===== config.mk =====
export PLATFORM = sky130hd
export DESIGN_NAME = x300_radio_core
export DESIGN_NICKNAME = d
export VERILOG_FILES = /design/src/x300_radio_pkg.sv /design/src/db_control.sv /design/src/fe_tx_control.sv /design/src/tag_chip_modulator.sv /design/src/x300_radio_core.sv
export VERILOG_INCLUDE_DIRS = /design/src
export SDC_FILE = /design/constraint.sdc
export NUM_CORES = 1
export LEC_CHECK = 0
export ABC_AREA = 1
export BUFFER_PORTS_ARGS = -buffer_cell sky130_fd_sc_hd__buf_4
export CAP_MARGIN = 10
export CORE_ASPECT_RATIO = 1.2
export CORE_UTILIZATION = 48
export DETAILED_ROUTE_END_ITERATION = 6
export PLACE_DENSITY = 0.73
export SYNTH_ARGS = -nofsm -noshare
export SYNTH_HDL_FRONTEND = slang
export SYNTH_SLANG_ARGS = --single-unit

===== constraint.sdc =====
create_clock -name radio_clk -period 3.1 [get_ports radio_clk]
set_clock_uncertainty 0.1 [all_clocks]
set_input_delay 0 -clock radio_clk [delete_from_list [all_inputs] [get_ports radio_clk]]
set_output_delay 0 -clock radio_clk [all_outputs]
set_load 0.02 [all_outputs]

===== src/x300_radio_params.svh =====
// widths and register map for the radio core, addresses are 8-bit bus offsets
`ifndef X300_RADIO_PARAMS_SVH
`define X300_RADIO_PARAMS_SVH

// bus and sample widths
`define WORD_WIDTH           32
`define SET_ADDR_WIDTH       8
`define RB_DATA_WIDTH        64
`define IQ_COMP_WIDTH        16
`define LED_WIDTH            3
`define FP_GPIO_WIDTH        12
`define NUM_DBOARDS          2

// settings registers, one copy per daughterboard
`define SR_DB_BASE           8'd160
`define SR_MISC_OUT          (`SR_DB_BASE + 8'd0)
`define SR_LEDS              (`SR_DB_BASE + 8'd1)
`define SR_DB_GPIO_OUT       (`SR_DB_BASE + 8'd2)
`define SR_DB_GPIO_DDR       (`SR_DB_BASE + 8'd3)
`define SR_TX_FE_BASE        (`SR_DB_BASE + 8'd48)
`define SR_TX_FE_SWAP        (`SR_TX_FE_BASE + 8'd0)  // bit0 swaps i and q
`define SR_TX_FE_DC          (`SR_TX_FE_BASE + 8'd1)  // i offset high, q offset low

// readback words
`define RB_DB_BASE           8'd16
`define RB_MISC_IN           (`RB_DB_BASE + 8'd0)
`define RB_DB_GPIO_IN        (`RB_DB_BASE + 8'd1)
`define RB_STATUS            (`RB_DB_BASE + 8'd2)     // bit0 pps parity, bit1 sync_sel
`define RB_MISC_OUT          (`RB_DB_BASE + 8'd3)
`define RB_LEDS              (`RB_DB_BASE + 8'd4)

// tag chip modulator
`define TAG_NSYMB            512
`define TAG_SAMPLES_PER_CHIP 4
`define TAG_CHIP_AMP         8192
`define TAG_LFSR_SEED        16'hACE1

`endif


===== src/x300_radio_pkg.sv =====
// shared types for the radio core, the params header must be compiled ahead of this package
`default_nettype none

`include "x300_radio_params.svh"

package x300_radio_pkg;

   // ------------------------------------------------------------
   // bus words
   // ------------------------------------------------------------
   typedef logic [`WORD_WIDTH-1:0]     word_t;       // settings data, gpio, misc
   typedef logic [`SET_ADDR_WIDTH-1:0] set_addr_t;   // settings and readback address
   typedef logic [`RB_DATA_WIDTH-1:0]  rb_data_t;

   // ------------------------------------------------------------
   // samples and pins
   // ------------------------------------------------------------

   // i in the upper half, q in the lower half
   typedef logic [2*`IQ_COMP_WIDTH-1:0]      iq_sample_t;
   typedef logic signed [`IQ_COMP_WIDTH-1:0] iq_comp_t;

   typedef logic [`FP_GPIO_WIDTH-1:0] fp_gpio_t;
   typedef logic [`LED_WIDTH-1:0]     led_t;        // {rx, txrx_tx, txrx_rx}

   // modulator control
   typedef enum logic {
      TAG_IDLE,   // held here through reset
      TAG_RUN     // free running chips and frames
   } tag_state_t;

endpackage

`default_nettype wire


===== src/db_control.sv =====
// one daughterboard's registers, strobe must already be qualified by board select
`timescale 1ns/1ps
`default_nettype none

`include "x300_radio_params.svh"

module db_control (
   input  wire                             radio_clk,
   input  wire                             i_reset,
   // settings
   input  wire                             i_set_stb,
   input  wire x300_radio_pkg::set_addr_t  i_set_addr,
   input  wire x300_radio_pkg::word_t      i_set_data,
   // readback
   input  wire                             i_rb_stb,
   input  wire x300_radio_pkg::set_addr_t  i_rb_addr,
   output x300_radio_pkg::rb_data_t        o_rb_data,
   // status sources
   input  wire x300_radio_pkg::word_t      i_misc_in,
   input  wire x300_radio_pkg::word_t      i_db_gpio_in,
   input  wire                             i_pps_parity,
   input  wire                             i_sync_sel,
   // board outputs
   output x300_radio_pkg::word_t           o_misc_out,
   output x300_radio_pkg::led_t            o_leds,
   output x300_radio_pkg::word_t           o_db_gpio_out,
   output x300_radio_pkg::word_t           o_db_gpio_ddr
);
   import x300_radio_pkg::*;

   rb_data_t rb_mux;

   // ------------------------------------------------------------
   // settings registers
   // ------------------------------------------------------------
   always_ff @(posedge radio_clk) begin
      if (i_reset) begin
         o_misc_out    <= '0;
         o_leds        <= '0;
         o_db_gpio_out <= '0;
         o_db_gpio_ddr <= '0;   // all pins start as inputs
      end else if (i_set_stb) begin
         case (i_set_addr)
            `SR_MISC_OUT:    o_misc_out    <= i_set_data;
            `SR_LEDS:        o_leds        <= led_t'(i_set_data);
            `SR_DB_GPIO_OUT: o_db_gpio_out <= i_set_data;
            `SR_DB_GPIO_DDR: o_db_gpio_ddr <= i_set_data;
            default: ;   // front-end addresses land in fe_tx_control
         endcase
      end
   end

   // ------------------------------------------------------------
   // readback
   // ------------------------------------------------------------
   always_comb begin
      case (i_rb_addr)
         `RB_MISC_IN:    rb_mux = rb_data_t'(i_misc_in);
         `RB_DB_GPIO_IN: rb_mux = rb_data_t'(i_db_gpio_in);
         `RB_STATUS:     rb_mux = rb_data_t'({i_sync_sel, i_pps_parity});
         `RB_MISC_OUT:   rb_mux = rb_data_t'(o_misc_out);
         `RB_LEDS:       rb_mux = rb_data_t'(o_leds);
         default:        rb_mux = '0;   // unmapped reads as zero
      endcase
   end

   // held until the next read
   always_ff @(posedge radio_clk) begin
      if (i_rb_stb) o_rb_data <= rb_mux;
   end

   // the host never reads and writes in one cycle
   a_set_rb_exclusive: assert property (
      @(posedge radio_clk) disable iff (i_reset)
      !(i_set_stb && i_rb_stb)
   );

endmodule

`default_nettype wire


===== src/fe_tx_control.sv =====
// transmit front end, one register stage of latency, dc offsets wrap at 16 bits
`timescale 1ns/1ps
`default_nettype none

`include "x300_radio_params.svh"

module fe_tx_control (
   input  wire                             radio_clk,
   input  wire                             i_reset,
   input  wire                             i_set_stb,
   input  wire x300_radio_pkg::set_addr_t  i_set_addr,
   input  wire x300_radio_pkg::word_t      i_set_data,
   input  wire x300_radio_pkg::iq_sample_t i_tx_sample,
   output x300_radio_pkg::iq_sample_t      o_tx_sample
);
   import x300_radio_pkg::*;

   logic     swap_iq;
   iq_comp_t dc_i;
   iq_comp_t dc_q;
   iq_comp_t in_i;
   iq_comp_t in_q;
   iq_comp_t sum_i;
   iq_comp_t sum_q;

   // ------------------------------------------------------------
   // front-end settings
   // ------------------------------------------------------------
   always_ff @(posedge radio_clk) begin
      if (i_reset) begin
         swap_iq <= 1'b0;
         dc_i    <= '0;
         dc_q    <= '0;
      end else if (i_set_stb) begin
         case (i_set_addr)
            `SR_TX_FE_SWAP: swap_iq <= i_set_data[0];
            `SR_TX_FE_DC:   {dc_i, dc_q} <= i_set_data;
            default: ;
         endcase
      end
   end

   // swap first, then offset
   assign {in_i, in_q} = swap_iq ?
      {i_tx_sample[`IQ_COMP_WIDTH-1:0], i_tx_sample[2*`IQ_COMP_WIDTH-1:`IQ_COMP_WIDTH]} :
      i_tx_sample;

   assign sum_i = in_i + dc_i;   // wraps, no saturation
   assign sum_q = in_q + dc_q;

   always_ff @(posedge radio_clk) begin
      if (i_reset) begin
         o_tx_sample <= '0;
      end else begin
         o_tx_sample <= {sum_i, sum_q};
      end
   end

   // settings and upstream sample must both be clean once out of reset
   a_tx_known: assert property (
      @(posedge radio_clk) disable iff (i_reset)
      !$isunknown(o_tx_sample)
   );

endmodule

`default_nettype wire


===== src/tag_chip_modulator.sv =====
// free-running qpsk chip source, starts one cycle after reset and cannot be paused
`timescale 1ns/1ps
`default_nettype none

`include "x300_radio_params.svh"

module tag_chip_modulator (
   input  wire                        radio_clk,
   input  wire                        i_reset,
   output x300_radio_pkg::iq_sample_t o_sample,
   output logic                       o_sync_sel,
   output x300_radio_pkg::fp_gpio_t   o_fp_gpio_out,
   output x300_radio_pkg::fp_gpio_t   o_fp_gpio_ddr
);
   import x300_radio_pkg::*;

   localparam int       SAMP_W  = $clog2(`TAG_SAMPLES_PER_CHIP);
   localparam int       CHIP_W  = $clog2(`TAG_NSYMB);
   localparam int       COMP_W  = `IQ_COMP_WIDTH;
   localparam iq_comp_t AMP_POS = iq_comp_t'(`TAG_CHIP_AMP);
   localparam iq_comp_t AMP_NEG = iq_comp_t'(-`TAG_CHIP_AMP);

   tag_state_t        state;
   logic [15:0]       lfsr;
   logic              lfsr_fb;
   logic [SAMP_W-1:0] samp_cnt;   // sample within chip
   logic [CHIP_W-1:0] chip_cnt;   // chip within frame
   logic              sync_sel;
   logic              chip_end;
   logic              frame_end;
   logic              marker;
   iq_comp_t          chip_i;
   iq_comp_t          chip_q;

   // fibonacci taps 16,14,13,11 shifting right
   assign lfsr_fb   = lfsr[0] ^ lfsr[2] ^ lfsr[3] ^ lfsr[5];
   assign chip_end  = (samp_cnt == SAMP_W'(`TAG_SAMPLES_PER_CHIP - 1));
   assign frame_end = chip_end && (chip_cnt == CHIP_W'(`TAG_NSYMB - 1));
   assign marker    = (samp_cnt == '0) && (chip_cnt == '0);

   assign chip_i = lfsr[0] ? AMP_NEG : AMP_POS;
   assign chip_q = lfsr[1] ? AMP_NEG : AMP_POS;

   // ------------------------------------------------------------
   // chip and frame sequencing
   // ------------------------------------------------------------
   always_ff @(posedge radio_clk) begin
      if (i_reset) begin
         state    <= TAG_IDLE;
         lfsr     <= `TAG_LFSR_SEED;
         samp_cnt <= '0;
         chip_cnt <= '0;
         sync_sel <= 1'b0;
      end else begin
         case (state)
            TAG_IDLE: state <= TAG_RUN;
            TAG_RUN: begin
               samp_cnt <= samp_cnt + 1'b1;
               if (chip_end) begin
                  samp_cnt <= '0;
                  chip_cnt <= chip_cnt + 1'b1;
                  lfsr     <= {lfsr_fb, lfsr[15:1]};
               end
               if (frame_end) begin   // new frame restarts the sequence
                  chip_cnt <= '0;
                  lfsr     <= `TAG_LFSR_SEED;
                  sync_sel <= ~sync_sel;
               end
            end
            default: state <= TAG_IDLE;
         endcase
      end
   end

   // ------------------------------------------------------------
   // output register, sample and pins leave together
   // ------------------------------------------------------------
   always_ff @(posedge radio_clk) begin
      if (i_reset) begin
         o_sample      <= '0;
         o_sync_sel    <= 1'b0;
         o_fp_gpio_out <= '0;
         o_fp_gpio_ddr <= '0;
      end else if (state == TAG_RUN) begin
         o_sample      <= {chip_i, chip_q};
         o_sync_sel    <= sync_sel;
         o_fp_gpio_out <= fp_gpio_t'({sync_sel, marker});   // pin1 sync, pin0 frame start
         o_fp_gpio_ddr <= '1;
      end
   end

   // once the pins turn to outputs every component sits at full amplitude
   a_chip_amp: assert property (
      @(posedge radio_clk) disable iff (i_reset)
      o_fp_gpio_ddr[0] |->
         (o_sample[2*COMP_W-1:COMP_W] == AMP_POS || o_sample[2*COMP_W-1:COMP_W] == AMP_NEG) &&
         (o_sample[COMP_W-1:0] == AMP_POS || o_sample[COMP_W-1:0] == AMP_NEG)
   );

endmodule

`default_nettype wire


===== src/x300_radio_core.sv =====
// radio clock domain only, one settings/readback bus shared by both boards, no back-pressure
`timescale 1ns/1ps
`default_nettype none

`include "x300_radio_params.svh"

module x300_radio_core (
   input  wire                             radio_clk,
   input  wire                             i_reset,
   // settings bus
   input  wire                             i_set_stb,
   input  wire                             i_set_dboard,
   input  wire x300_radio_pkg::set_addr_t  i_set_addr,
   input  wire x300_radio_pkg::word_t      i_set_data,
   // readback bus
   input  wire                             i_rb_stb,
   input  wire                             i_rb_dboard,
   input  wire x300_radio_pkg::set_addr_t  i_rb_addr,
   output logic                            o_rb_valid,
   output x300_radio_pkg::rb_data_t        o_rb_data,
   // misc and gpio
   input  wire x300_radio_pkg::word_t      i_misc_in0,
   input  wire x300_radio_pkg::word_t      i_misc_in1,
   input  wire x300_radio_pkg::word_t      i_db0_gpio_in,
   input  wire x300_radio_pkg::word_t      i_db1_gpio_in,
   input  wire                             i_pps,
   // transmit samples
   output x300_radio_pkg::iq_sample_t      o_tx0,
   output x300_radio_pkg::iq_sample_t      o_tx1,
   output x300_radio_pkg::fp_gpio_t        o_fp_gpio_out,
   output x300_radio_pkg::fp_gpio_t        o_fp_gpio_ddr,
   output x300_radio_pkg::word_t           o_db0_gpio_out,
   output x300_radio_pkg::word_t           o_db0_gpio_ddr,
   output x300_radio_pkg::word_t           o_db1_gpio_out,
   output x300_radio_pkg::word_t           o_db1_gpio_ddr,
   output x300_radio_pkg::word_t           o_misc_out0,
   output x300_radio_pkg::word_t           o_misc_out1,
   output x300_radio_pkg::led_t            o_radio_led0,
   output x300_radio_pkg::led_t            o_radio_led1
);
   import x300_radio_pkg::*;

   word_t      misc_in_q   [`NUM_DBOARDS];
   word_t      misc_out_db [`NUM_DBOARDS];
   word_t      db_gpio_in  [`NUM_DBOARDS];
   word_t      db_gpio_out [`NUM_DBOARDS];
   word_t      db_gpio_ddr [`NUM_DBOARDS];
   led_t       leds        [`NUM_DBOARDS];
   rb_data_t   rb_data     [`NUM_DBOARDS];
   iq_sample_t tx_in       [`NUM_DBOARDS];
   iq_sample_t tx_out      [`NUM_DBOARDS];
   logic       set_stb     [`NUM_DBOARDS];
   logic       rb_stb      [`NUM_DBOARDS];

   logic       pps_meta;
   logic       pps_sync;
   logic       pps_prev;
   logic       pps_parity;
   logic       rb_sel;
   iq_sample_t chip_sample;
   logic       sync_sel;
   fp_gpio_t   mod_gpio_out;
   fp_gpio_t   mod_gpio_ddr;

   // ------------------------------------------------------------
   // pps into radio_clk, parity flips 3 cycles after a rising edge
   // ------------------------------------------------------------
   always_ff @(posedge radio_clk) begin
      if (i_reset) begin
         pps_meta   <= 1'b0;
         pps_sync   <= 1'b0;
         pps_prev   <= 1'b0;
         pps_parity <= 1'b0;
      end else begin
         pps_meta <= i_pps;
         pps_sync <= pps_meta;
         pps_prev <= pps_sync;
         if (pps_sync && !pps_prev) pps_parity <= ~pps_parity;   // rising edge
      end
   end

   // misc words, one register each way
   always_ff @(posedge radio_clk) begin
      misc_in_q[0] <= i_misc_in0;
      misc_in_q[1] <= i_misc_in1;
   end

   always_ff @(posedge radio_clk) begin
      if (i_reset) begin
         o_misc_out0 <= '0;
         o_misc_out1 <= '0;
      end else begin
         o_misc_out0 <= misc_out_db[0];
         o_misc_out1 <= misc_out_db[1];
      end
   end

   // readback answers one cycle after the strobe
   always_ff @(posedge radio_clk) begin
      if (i_reset) begin
         o_rb_valid <= 1'b0;
         rb_sel     <= 1'b0;
      end else begin
         o_rb_valid <= i_rb_stb;
         if (i_rb_stb) rb_sel <= i_rb_dboard;
      end
   end

   assign o_rb_data = rb_data[rb_sel];

   // ------------------------------------------------------------
   // modulator, the only transmit source
   // ------------------------------------------------------------
   tag_chip_modulator u_tag_chip_modulator (
      .radio_clk     (radio_clk),
      .i_reset       (i_reset),
      .o_sample      (chip_sample),
      .o_sync_sel    (sync_sel),
      .o_fp_gpio_out (mod_gpio_out),
      .o_fp_gpio_ddr (mod_gpio_ddr)
   );

   assign tx_in[0] = chip_sample;
   assign tx_in[1] = sync_sel ? '0 : chip_sample;   // radio 1 silent on sync frames

   // matches the front-end register so pins line up with o_tx
   always_ff @(posedge radio_clk) begin
      if (i_reset) begin
         o_fp_gpio_out <= '0;
         o_fp_gpio_ddr <= '0;
      end else begin
         o_fp_gpio_out <= mod_gpio_out;
         o_fp_gpio_ddr <= mod_gpio_ddr;
      end
   end

   // ------------------------------------------------------------
   // per-daughterboard control and front end
   // ------------------------------------------------------------
   for (genvar g = 0; g < `NUM_DBOARDS; g++) begin : gen_radio
      assign set_stb[g] = i_set_stb && (i_set_dboard == 1'(g));
      assign rb_stb[g]  = i_rb_stb && (i_rb_dboard == 1'(g));

      db_control u_db_control (
         .radio_clk     (radio_clk),
         .i_reset       (i_reset),
         .i_set_stb     (set_stb[g]),
         .i_set_addr    (i_set_addr),
         .i_set_data    (i_set_data),
         .i_rb_stb      (rb_stb[g]),
         .i_rb_addr     (i_rb_addr),
         .o_rb_data     (rb_data[g]),
         .i_misc_in     (misc_in_q[g]),
         .i_db_gpio_in  (db_gpio_in[g]),
         .i_pps_parity  (pps_parity),
         .i_sync_sel    (sync_sel),
         .o_misc_out    (misc_out_db[g]),
         .o_leds        (leds[g]),
         .o_db_gpio_out (db_gpio_out[g]),
         .o_db_gpio_ddr (db_gpio_ddr[g])
      );

      fe_tx_control u_fe_tx_control (
         .radio_clk   (radio_clk),
         .i_reset     (i_reset),
         .i_set_stb   (set_stb[g]),   // same strobe as db_control
         .i_set_addr  (i_set_addr),
         .i_set_data  (i_set_data),
         .i_tx_sample (tx_in[g]),
         .o_tx_sample (tx_out[g])
      );
   end

   assign db_gpio_in[0]  = i_db0_gpio_in;
   assign db_gpio_in[1]  = i_db1_gpio_in;
   assign o_db0_gpio_out = db_gpio_out[0];
   assign o_db0_gpio_ddr = db_gpio_ddr[0];
   assign o_db1_gpio_out = db_gpio_out[1];
   assign o_db1_gpio_ddr = db_gpio_ddr[1];
   assign o_radio_led0   = leds[0];
   assign o_radio_led1   = leds[1];
   assign o_tx0          = tx_out[0];
   assign o_tx1          = tx_out[1];

endmodule

`default_nettype wire


After elaboration in Yosys (flattened, before gate mapping)
Memory sizes are Yosys's and may differ from the RTL's.
Index checks and enable logic that the tools add are counted.
{"block": "word_totals", "ff_bits": 594, "mem_bits_rw": 64, "word_cells": 107, "n_memories": 1}
{"name": "misc_in_q", "depth": 2, "width": 32, "read_ports": 2, "rd_ports_with_merged_regs": 0, "write_ports": 2, "line_no": "x300_radio_core.sv:43", "rtl": "word_t misc_in_q [`NUM_DBOARDS];"}
{"block": "classes", "add_sub_neg": 6, "magnitude_cmp": 1, "eq_ne": 13, "mux": 16, "bitwise": 8, "reduce_logical": 25}
{"op": "one-hot mux 32 bit (5 select lines)", "count": 2}
{"op": "2-to-1 mux 64 bit", "count": 3}
{"op": "2-to-1 mux 32 bit", "count": 3}
{"op": "adder 16 bit", "count": 4}
{"op": "2-to-1 mux 16 bit", "count": 4}
{"op": "equality test 8 bit, second input constant", "count": 6}
{"op": "equality test 8 x 5 -> 1 bit, second input constant", "count": 5}
{"op": "AND reduction 2 bit", "count": 14}
{"op": "2-to-1 mux 9 bit", "count": 2}
{"op": "adder 9 x 1 -> 9 bit, second input constant", "count": 1}
{"op": "equality test 9 bit, second input constant", "count": 1}
{"op": "logical NOT 9 bit", "count": 1}
{"op": "logical AND 1 bit", "count": 7}
{"op": "inverter 1 bit", "count": 4}
{"op": "bitwise XOR 1 bit", "count": 3}
{"op": "adder 2 x 1 -> 2 bit, second input constant", "count": 1}
{"op": "equality test 2 bit, second input constant", "count": 1}
{"op": ">= comparator 2 bit, second input constant", "count": 1}
{"op": "logical NOT 2 bit", "count": 1}
{"op": "2-to-1 mux 2 bit", "count": 1}
{"op": "inverter 1 -> 2 bit", "count": 1}
{"op": "nonzero test 2 bit", "count": 1}
{"op": "logical NOT 1 bit", "count": 1}
{"op": "2-to-1 mux 1 bit", "count": 1}

Longest topological paths before layout
Gate-level depths: netlist of run 1.
{"block": "logic_depth", "word_depth": 5, "ltp_mapped": 10}

Cells and area by module
From an unflattened synthesis of run 1, not the netlist that was laid out.
{"block": "unflattened", "cells_unflattened": 3906, "hier_area_um2": 27795.4}
{"mod": "db_control", "n_inst": 2, "cells_each": 841, "area_each_um2": 6209.7}
{"mod": "fe_tx_control", "n_inst": 2, "cells_each": 680, "area_each_um2": 4196.5}
{"mod": "x300_radio_core", "n_inst": 1, "cells_each": 640, "area_each_um2": 5092.4}
{"mod": "tag_chip_modulator", "n_inst": 1, "cells_each": 224, "area_each_um2": 1890.6}

Least setup slack after synthesis of run 1
No wires, ideal clock.
{"block": "synth_timing", "path_type": "input to register", "from": "input i_rb_stb", "to": "register gen_radio[0].u_db_control.o_rb_data[0], enable pin", "setup_ns": 0.423, "arrival_ns": 1.433, "required_ns": 2.577, "setup_slack_ns": 1.144, "path_stages": 2, "n_path_buf": 0, "path_cell_list": "inv_1 nor2_1"}
{"block": "synth_between", "elab_chain_len": 1}
{"item": "start: declaration", "line_no": "x300_radio_core.sv:16", "rtl": "input wire i_rb_stb,"}
{"item": "logical AND 1 bit", "line_no": "x300_radio_core.sv:142", "rtl": "assign rb_stb[g] = i_rb_stb && (i_rb_dboard == 1'(g));"}
{"item": "via gen_radio[0].u_db_control.i_rb_stb", "line_no": "db_control.sv:15", "rtl": "input wire i_rb_stb,"}
{"item": "end signal: assignment", "line_no": "db_control.sv:69", "rtl": "if (i_rb_stb) o_rb_data <= rb_mux;"}
{"item": "end: declaration", "line_no": "db_control.sv:17", "rtl": "output x300_radio_pkg::rb_data_t o_rb_data,"}
The timed path passes the listed nets, and every way through them passes these cells.
A chain may end at the register's enable or synchronous reset.

Final worst setup path of run 1
{"block": "layout_timing", "from": "input i_set_addr[3]", "to": "register gen_radio[0].u_db_control.o_misc_out[10]"}
{"block": "layout_between", "elab_chain_len": 2}
{"item": "start: declaration", "line_no": "x300_radio_core.sv:13", "rtl": "input wire x300_radio_pkg::set_addr_t i_set_addr,"}
{"item": "equality test 8 bit", "line_no": "db_control.sv:43", "rtl": "case (i_set_addr)"}
{"item": "AND reduction 2 bit (no line)"}
{"item": "end signal: assignment", "line_no": "db_control.sv:44", "rtl": "`SR_MISC_OUT: o_misc_out <= i_set_data;"}
{"item": "end: declaration", "line_no": "db_control.sv:24", "rtl": "output x300_radio_pkg::word_t o_misc_out,"}
Every way passes these cells.

==> results of run 1 <==
[cells in the final DEF, fill, tap and decap left out, types with 2 or more instances in the layout]
cell	Yosys	final
dfxtp_1	499	499
xnor2_1	3	3
o211ai_1	56	56
buf_4	71	512
clkbuf_16	0	56
fa_1	4	4
nor3_1	8	8
ha_1	10	10
dlygate4sd3_1	0	267
edfxtp_1	64	64
mux2_2	32	32
nor2_1	576	571
clkinv_2	0	6
nor2_4	0	6
a21oi_1	78	78
buf_12	0	4
nand4_1	5	5
nand2_2	2	3
bufinv_16	0	9
inv_2	5	4
nand3_4	2	2
nor2_2	5	4
a211oi_1	7	7
clkbuf_1	48	13
nand2_1	615	614
conb_1	1	42
xor2_1	4	4
o21ai_0	21	21
inv_6	0	2
inv_1	410	409
clkinv_1	2	2
nand3_1	200	200
clkbuf_8	0	15
[per-stage QoR]
stage	worst slack, ps	std cells	power (mW)	hold slack (ps)	utilization [%]
finish	177.3	4151	15.93	25.50	67.55
global route	29.44	4151	16.40	60.21	67.55
CTS	301.4	4146	15.97	23.29	67.43
detailed placement	975.1	3778	8.474	5.564	57.07
global placement	1084	3778	8.465	5.756	57.07
floorplan	1144	2858	8.087	-72.28	-
[metal layers]
metal  global-route usage, %  vias up  wire length [µm]  share of wire, %
met5                       0        -                 0                 0
met4                   14.35        0              3512               4.8
met3                   8.152      228              6967               9.5
met2                   52.88      945             35140                48
met1                   35.50     9386             27590                38
li1                        -     9794                 -                 -
[final cells by class]
type,count,area (µm²)
Clock inverter,20,350.3
Multi-Input combinational cell,1674,7461
Tap cell,609,762.0
Timing Repair Buffer,783,6596
Inverter,417,1575
Fill cell,3491,14570
Clock buffer,84,1657
Sequential cell,563,11910
Antenna cell,1,2.502
[worst register-to-register path, delay by kind of cell (launching register included)]
family                 cells  cell delay (ps)
AOI/OAI and AO/OA          1               80
and+or+nand+nor            3              190
DFF                        1              300
buffers and inverters      3             1660
[cells by family after synthesis]
family          count (synthesis)  synth area share, %
mux                            32                1.649
xor+xnor                        7               0.2806
fa+ha+maj                      14               0.9390
other cells                     1              0.01716
buf+inv                       621                12.26
flops                         563                54.51
compound gates                163                4.472
simple gates                 1416                25.87
[timing repair]
item / CTS / global route
setup buffers: 0 / 0
endpoints found under the setup margin: 0 / 0
hold endpoints to repair: 462 / 3
hold buffers: 264 / 3
[report_power, final]
group	leakage [nW]	switching (mW)	internal [mW]
clock	0.984	2.90	4.44
combinational	8.80	0.619	0.485
sequential	4.74	0.0436	7.45
[how the worst max path moves through the flow]
stage,start,end,slack [ps],depth (start not counted)
global placement,i_rb_addr[5],gen_radio[0].u_db_control.o_rb_data[1],1080,10
CTS,i_set_addr[2],gen_radio[0].u_db_control.o_misc_out[10],300,11
global route,i_set_addr[3],gen_radio[0].u_db_control.o_misc_out[5],30,11
floorplan,i_rb_stb,gen_radio[0].u_db_control.o_rb_data[0],1140,2
finish,i_set_addr[3],gen_radio[0].u_db_control.o_misc_out[10],180,11
detailed placement,i_rb_addr[5],gen_radio[1].u_db_control.o_rb_data[12],980,8
[registers in the layout (all words and copies together), names as in the netlist, 64 cells and up]
signal and count:
gen_radio.u_db_control.o_db_gpio_ddr 64, gen_radio.u_db_control.o_db_gpio_out 64, gen_radio.u_db_control.o_misc_out 64, gen_radio.u_db_control.o_rb_data 64, gen_radio.u_fe_tx_control.o_tx_sample 64, misc_in_q 64
==> results.yml, run 1 <==
finish:
  syn_to_final_growth_pct: 38.72
  final_layout_size_suffix_gt1_share_pct: 18.72
  final_nets: 3691
  stdcell_area_um2: 30320
logic_synthesis:
  synth_cell_types: 32
  avgSynthCellArea_um2: 7.758
  synth_area_leaders: "dfxtp_1 (46%), nand2_1 (11%), nor2_1 (9.9%)"
  async_flop_share_pct: 0
  netlist_top_cells_count: "nand2_1 (615), nor2_1 (576), dfxtp_1 (499)"
  synth.most_common_cell: "nand2_1"
  yosysWarningCount: 0
  synthCells: 2817
  synth_edf_count: 64
  synth_top_area_share_pct: 45.71
  synth_area_um2: 21850
  ys_seq_area_share_pct: 54.51
  ys.flop_type: "dfxtp_1"
  synth_top_area_cell: "dfxtp_1"
  synth-seq-cells: 563
flow_run:
  drv_cap: 0
status:
  outcome: "complete, no violations"
grt:
  grt_pass1_vias: 19840
  grtUsageTotal_pct: 30.80
  grt.overflow.total: 0
  grt_max_degree: 110
  grt_pass1_wl_um: 110900
  antenna_found_initial: 1
critical_path:
  reg2reg_slack_ps: 530
  crit_family: "buffers and inverters"
  crit_chain: "dlygate4sd3_1 -> buf_4 -> nor2_2 -> dlygate4sd3_1 -> nand3_1 -> dlygate4sd3_1 -> nor2_4 -> buf_12 -> nand3_1 -> nand2_1 -> nor2_1"
  critical_path_class: "in2reg"
  crit_buf_inv: 5
  path_common_cell: "dlygate4sd3_1"
  path_max_fanout: 98
  reg2reg_from: "misc_in_q[0][32]"
  slowest_stage: "dlygate4sd3_1"
  max_stage_delay_ps: 630
  crit_path_start_kind: "input pin"
  critPathArrivalTime_ps: 3330
  cp.required_ps: 3500
  rr_endpoint: "gen_radio[1].u_db_control.o_rb_data[0]"
  worst-r2r-cell-count: 7
  end_kind: "flip-flop"
power_and_ir_drop:
  power.leakage_nw: 14.52
  p_per_area_nw_per_um2: 525.5
  ir_worst_vdd_v: 0.0004680
clock_network:
  cts_buffer_depth: 3
  clock_tree.root_cell: "clkbuf_16"
  ctsResizeCount: 0
  clk_pin_slew_ps: 60
  cts.sinks: 563
  insertion_delay_ps: 610
  cts_buffers: 55
  htreeDepth: 2
  cts_tree: "yes"
detailed_routing:
  wl_um: 73220
  drc: 0
  via_per_inst: 4.903
  drtIter0Drc: 1476
  ant_nets: 0
  first_pass_iters: 6
  wire_per_inst_um: 17.64
  vias: 20350
floorplanning:
  initial_core_util_pct: 48.69
  num_rows: 85
  die_w_um: 196.8
  die_h_um: 235.7
  die-area_um2: 46390
  core_area_um2: 44880
  io_pins: 534
timing:
  period_share_pct: 94.28
  period_needed_ps: 2923
  rsz0062_at_grt: "no"
  setup_tns_ps: 0
  drv_slew: 0
  setup_violations: 0
  hold_viol_final: 0
  slew_headroom_pct: 23.87
  max_freq_mhz: 342.2
  tightest_slew_ps: 1139
placement:
  port-buffer-count: 491
  post_dp_cell_area_um2: 25610
  place_hpwl_um: 46420
  gp_congestion: 0.8834
worst_hold_path:
  hold_depth: 6
  holdCritPathClass: "in2reg"
  hold_path_end: "gen_radio[1].u_db_control.o_db_gpio_ddr[0]"
  hold_start: "i_set_addr[7]"
Note: power is estimated with default switching activity, not from simulation.
==> run 2, diff against run 1 <==
Settings changed: CAP_MARGIN 10 to 40, PLACE_DENSITY 0.73 to 0.78.
Clock period 3.1 ns to 3.02 ns, I/O delays scaled along.
==> run 2 against run 1 <==
Compared with the run above:
- the flow now finishes with violations (hold timing)
- worst setup slack better by 160 ps
- utilization decreased by 0.50 points
- sequential power up 2.8%
- hold slack worse by 41 ps
- combinational power increased by 5%
- clock-buffer cell count is 7 lower
==> results.yml, run 2 (synthesis gave the netlist of run 1 again) <==
status:
  outcome: "complete, but fails checks"
  failed_checks: "hold timing"
floorplanning:
  die_w_um: 196.8
  initial_core_util_pct: 48.69
  io_pins: 534
  core_area_um2: 44880
  die-area_um2: 46390
  num_rows: 85
  die_h_um: 235.7
power_and_ir_drop:
  pwr-share-seq_pct: 48.7
  p_switching_mw: 3.689
  power_frac_clock_pct: 44.0
  power_mw: 15.82
  intPower_mw: 12.13
  p_per_area_nw_per_um2: 525.7
  power.leakage_nw: 14.42
  combPwrFrac_pct: 7.3
  ir_worst_vdd_v: 0.0004727
  swShare_pct: 23.32
timing:
  slew_headroom_pct: 45.84
  final_critical_path_setup_slack_ps: 337.2
  tightest_slew_ps: 811.1
  setup_violations: 0
  hold_viol_final: 1
  max_freq_mhz: 372.7
  drv_slew: 0
  hold_ws_ps: -15.18
  setup_tns_ps: 0
  rsz0062_at_grt: "no"
  period_share_pct: 88.83
  period_needed_ps: 2683
clock_network:
  cts.sinks: 563
  cts_buffer_depth: 3
  cts_buffers: 55
  clk_pin_slew_ps: 60
  clock_tree.root_cell: "clkbuf_16"
  post_cts_buffers: 0
  htreeDepth: 2
  insertion_delay_ps: 610
  cts_tree: "yes"
critical_path:
  critPathArrivalTime_ps: 3070
  crit_chain: "dlygate4sd3_1 -> buf_4 -> nor2_2 -> dlygate4sd3_1 -> nand3_1 -> inv_1 -> nand3_1 -> nor2_1 -> dlygate4sd3_1 -> nor2_1 -> dlygate4sd3_1"
  max_stage_delay_ps: 600
  path_common_cell: "dlygate4sd3_1"
  critical_path_class: "in2reg"
  end_kind: "flip-flop"
  slowest_stage: "dlygate4sd3_1"
  cp.required_ps: 3400
  crit_path_start_kind: "input pin"
  path_max_fanout: 3
placement:
  gp_congestion: 0.8867
  port-buffer-count: 491
  dpl_worst_slack_ps: 979.1
  place_hpwl_um: 44700
detailed_routing:
  met1_length_um: 28050
  drc: 0
  drtIter0Drc: 1637
  via_per_inst: 5.015
  ant_nets: 0
  wl_met3_um: 7696
  wl_um: 75880
  route.met2.wl_um: 35300
  highest_layer: "met5"
  first_pass_iters: 6
  wire_per_inst_um: 18.31
  vias: 20780
finish:
  syn_to_final_growth_pct: 37.70
  regArea_um2: 11910
  final_util_pct: 67.05
  final_cell_mix: "nand2_1 (613), nor2_1 (571), buf_4 (516)"
  final_nets: 3688
  fill_cells: 3301
  final_layout_size_suffix_gt1_share_pct: 18.73
  final_common_cell: "nand2_1"
  multi_input_area_um2: 7470
flow_run:
  drv_cap: 0
grt:
  grt_pass1_wl_um: 113900
  grtUsageTotal_pct: 31.73
  antenna_found_initial: 2
  grt_max_degree: 134
  grt_pass1_vias: 20130
  grt.overflow.total: 0
worst_hold_path:
  holdCritPathClass: "in2reg"
[run 2: cell count changes in the layout (fill, tap and decap cells not counted), moves of 4 or more]
| cell | before | now |
|---|---|---|
| clkbuf_1 | 13 | 17 |
| dlygate4sd3_1 | 267 | 257 |
| clkbuf_8 | 15 | 3 |
| buf_4 | 512 | 516 |
| clkinv_2 | 6 | 10 |
| bufinv_16 | 9 | 5 |
[run 2: per-stage QoR]
stage	hold slack [ps]	cells	instance area [µm²]
6_report	-15.18	4144	30090
4_1_cts	27.13	4143	30090
2_1_floorplan	-72.28	2858	22010
3_5_place_dp	5.580	3784	25690
3_3_place_gp	4.597	3782	25640
5_1_grt	43.38	4143	30090
[run 2: final cells by class]
type / instances / area share, %
diodes: 1 / 0.008316
repair buffers: 779 / 21.82
clock buffers: 77 / 5.089
clock inverters: 23 / 0.9023
inverters: 417 / 5.235
multi-input cells: 1675 / 24.82
flip-flops and latches: 563 / 39.59
well taps: 609 / 2.532
[run 2: final timing paths]
kind	from	end	slack [ps]	cells past startpoint
hold / removal	i_set_addr[6]	gen_radio[0].u_db_control.o_leds[2]	-20	7
setup reg to reg	misc_in_q[0][32]	gen_radio[1].u_db_control.o_rb_data[0]	910	6
setup / recovery	i_set_addr[3]	gen_radio[0].u_fe_tx_control.swap_iq	340	11
hold reg to reg	pps_meta	pps_sync	300	2
[run 2: metal layers]
layer	global-route usage, %	up-vias
met3	9.112	313
li1	-	9785
met2	52.26	1185
met1	36.21	9496
met4	19.38	2
met5	0	-
[run 2: worst max-delay path: cells and delay by family]
kind | cells | cell delay [ps]
AND/OR/NAND/NOR | 5 | 520
buffers and inverters | 6 | 2540
[run 2: repair_timing]
| action | in CTS | in global routing |
|---|---|---|
| endpoints found under the setup margin | 0 | 45 |
| endpoints found under the hold margin | 578 | 0 |
| gates resized for setup | 0 | 2 |
| hold buffers | 259 | 0 |
[run 2: power by group through the flow]
stage / Clock [mW] / Sequential (mW) / Combinational, mW
final: 6.97 / 7.70 / 1.16
after detailed placement: 0 / 7.86 / 0.855
after floorplan: 0 / 7.86 / 0.446
after global placement: 0 / 7.86 / 0.835
after global routing: 7.33 / 7.70 / 1.21
after CTS: 7.01 / 7.69 / 1.11
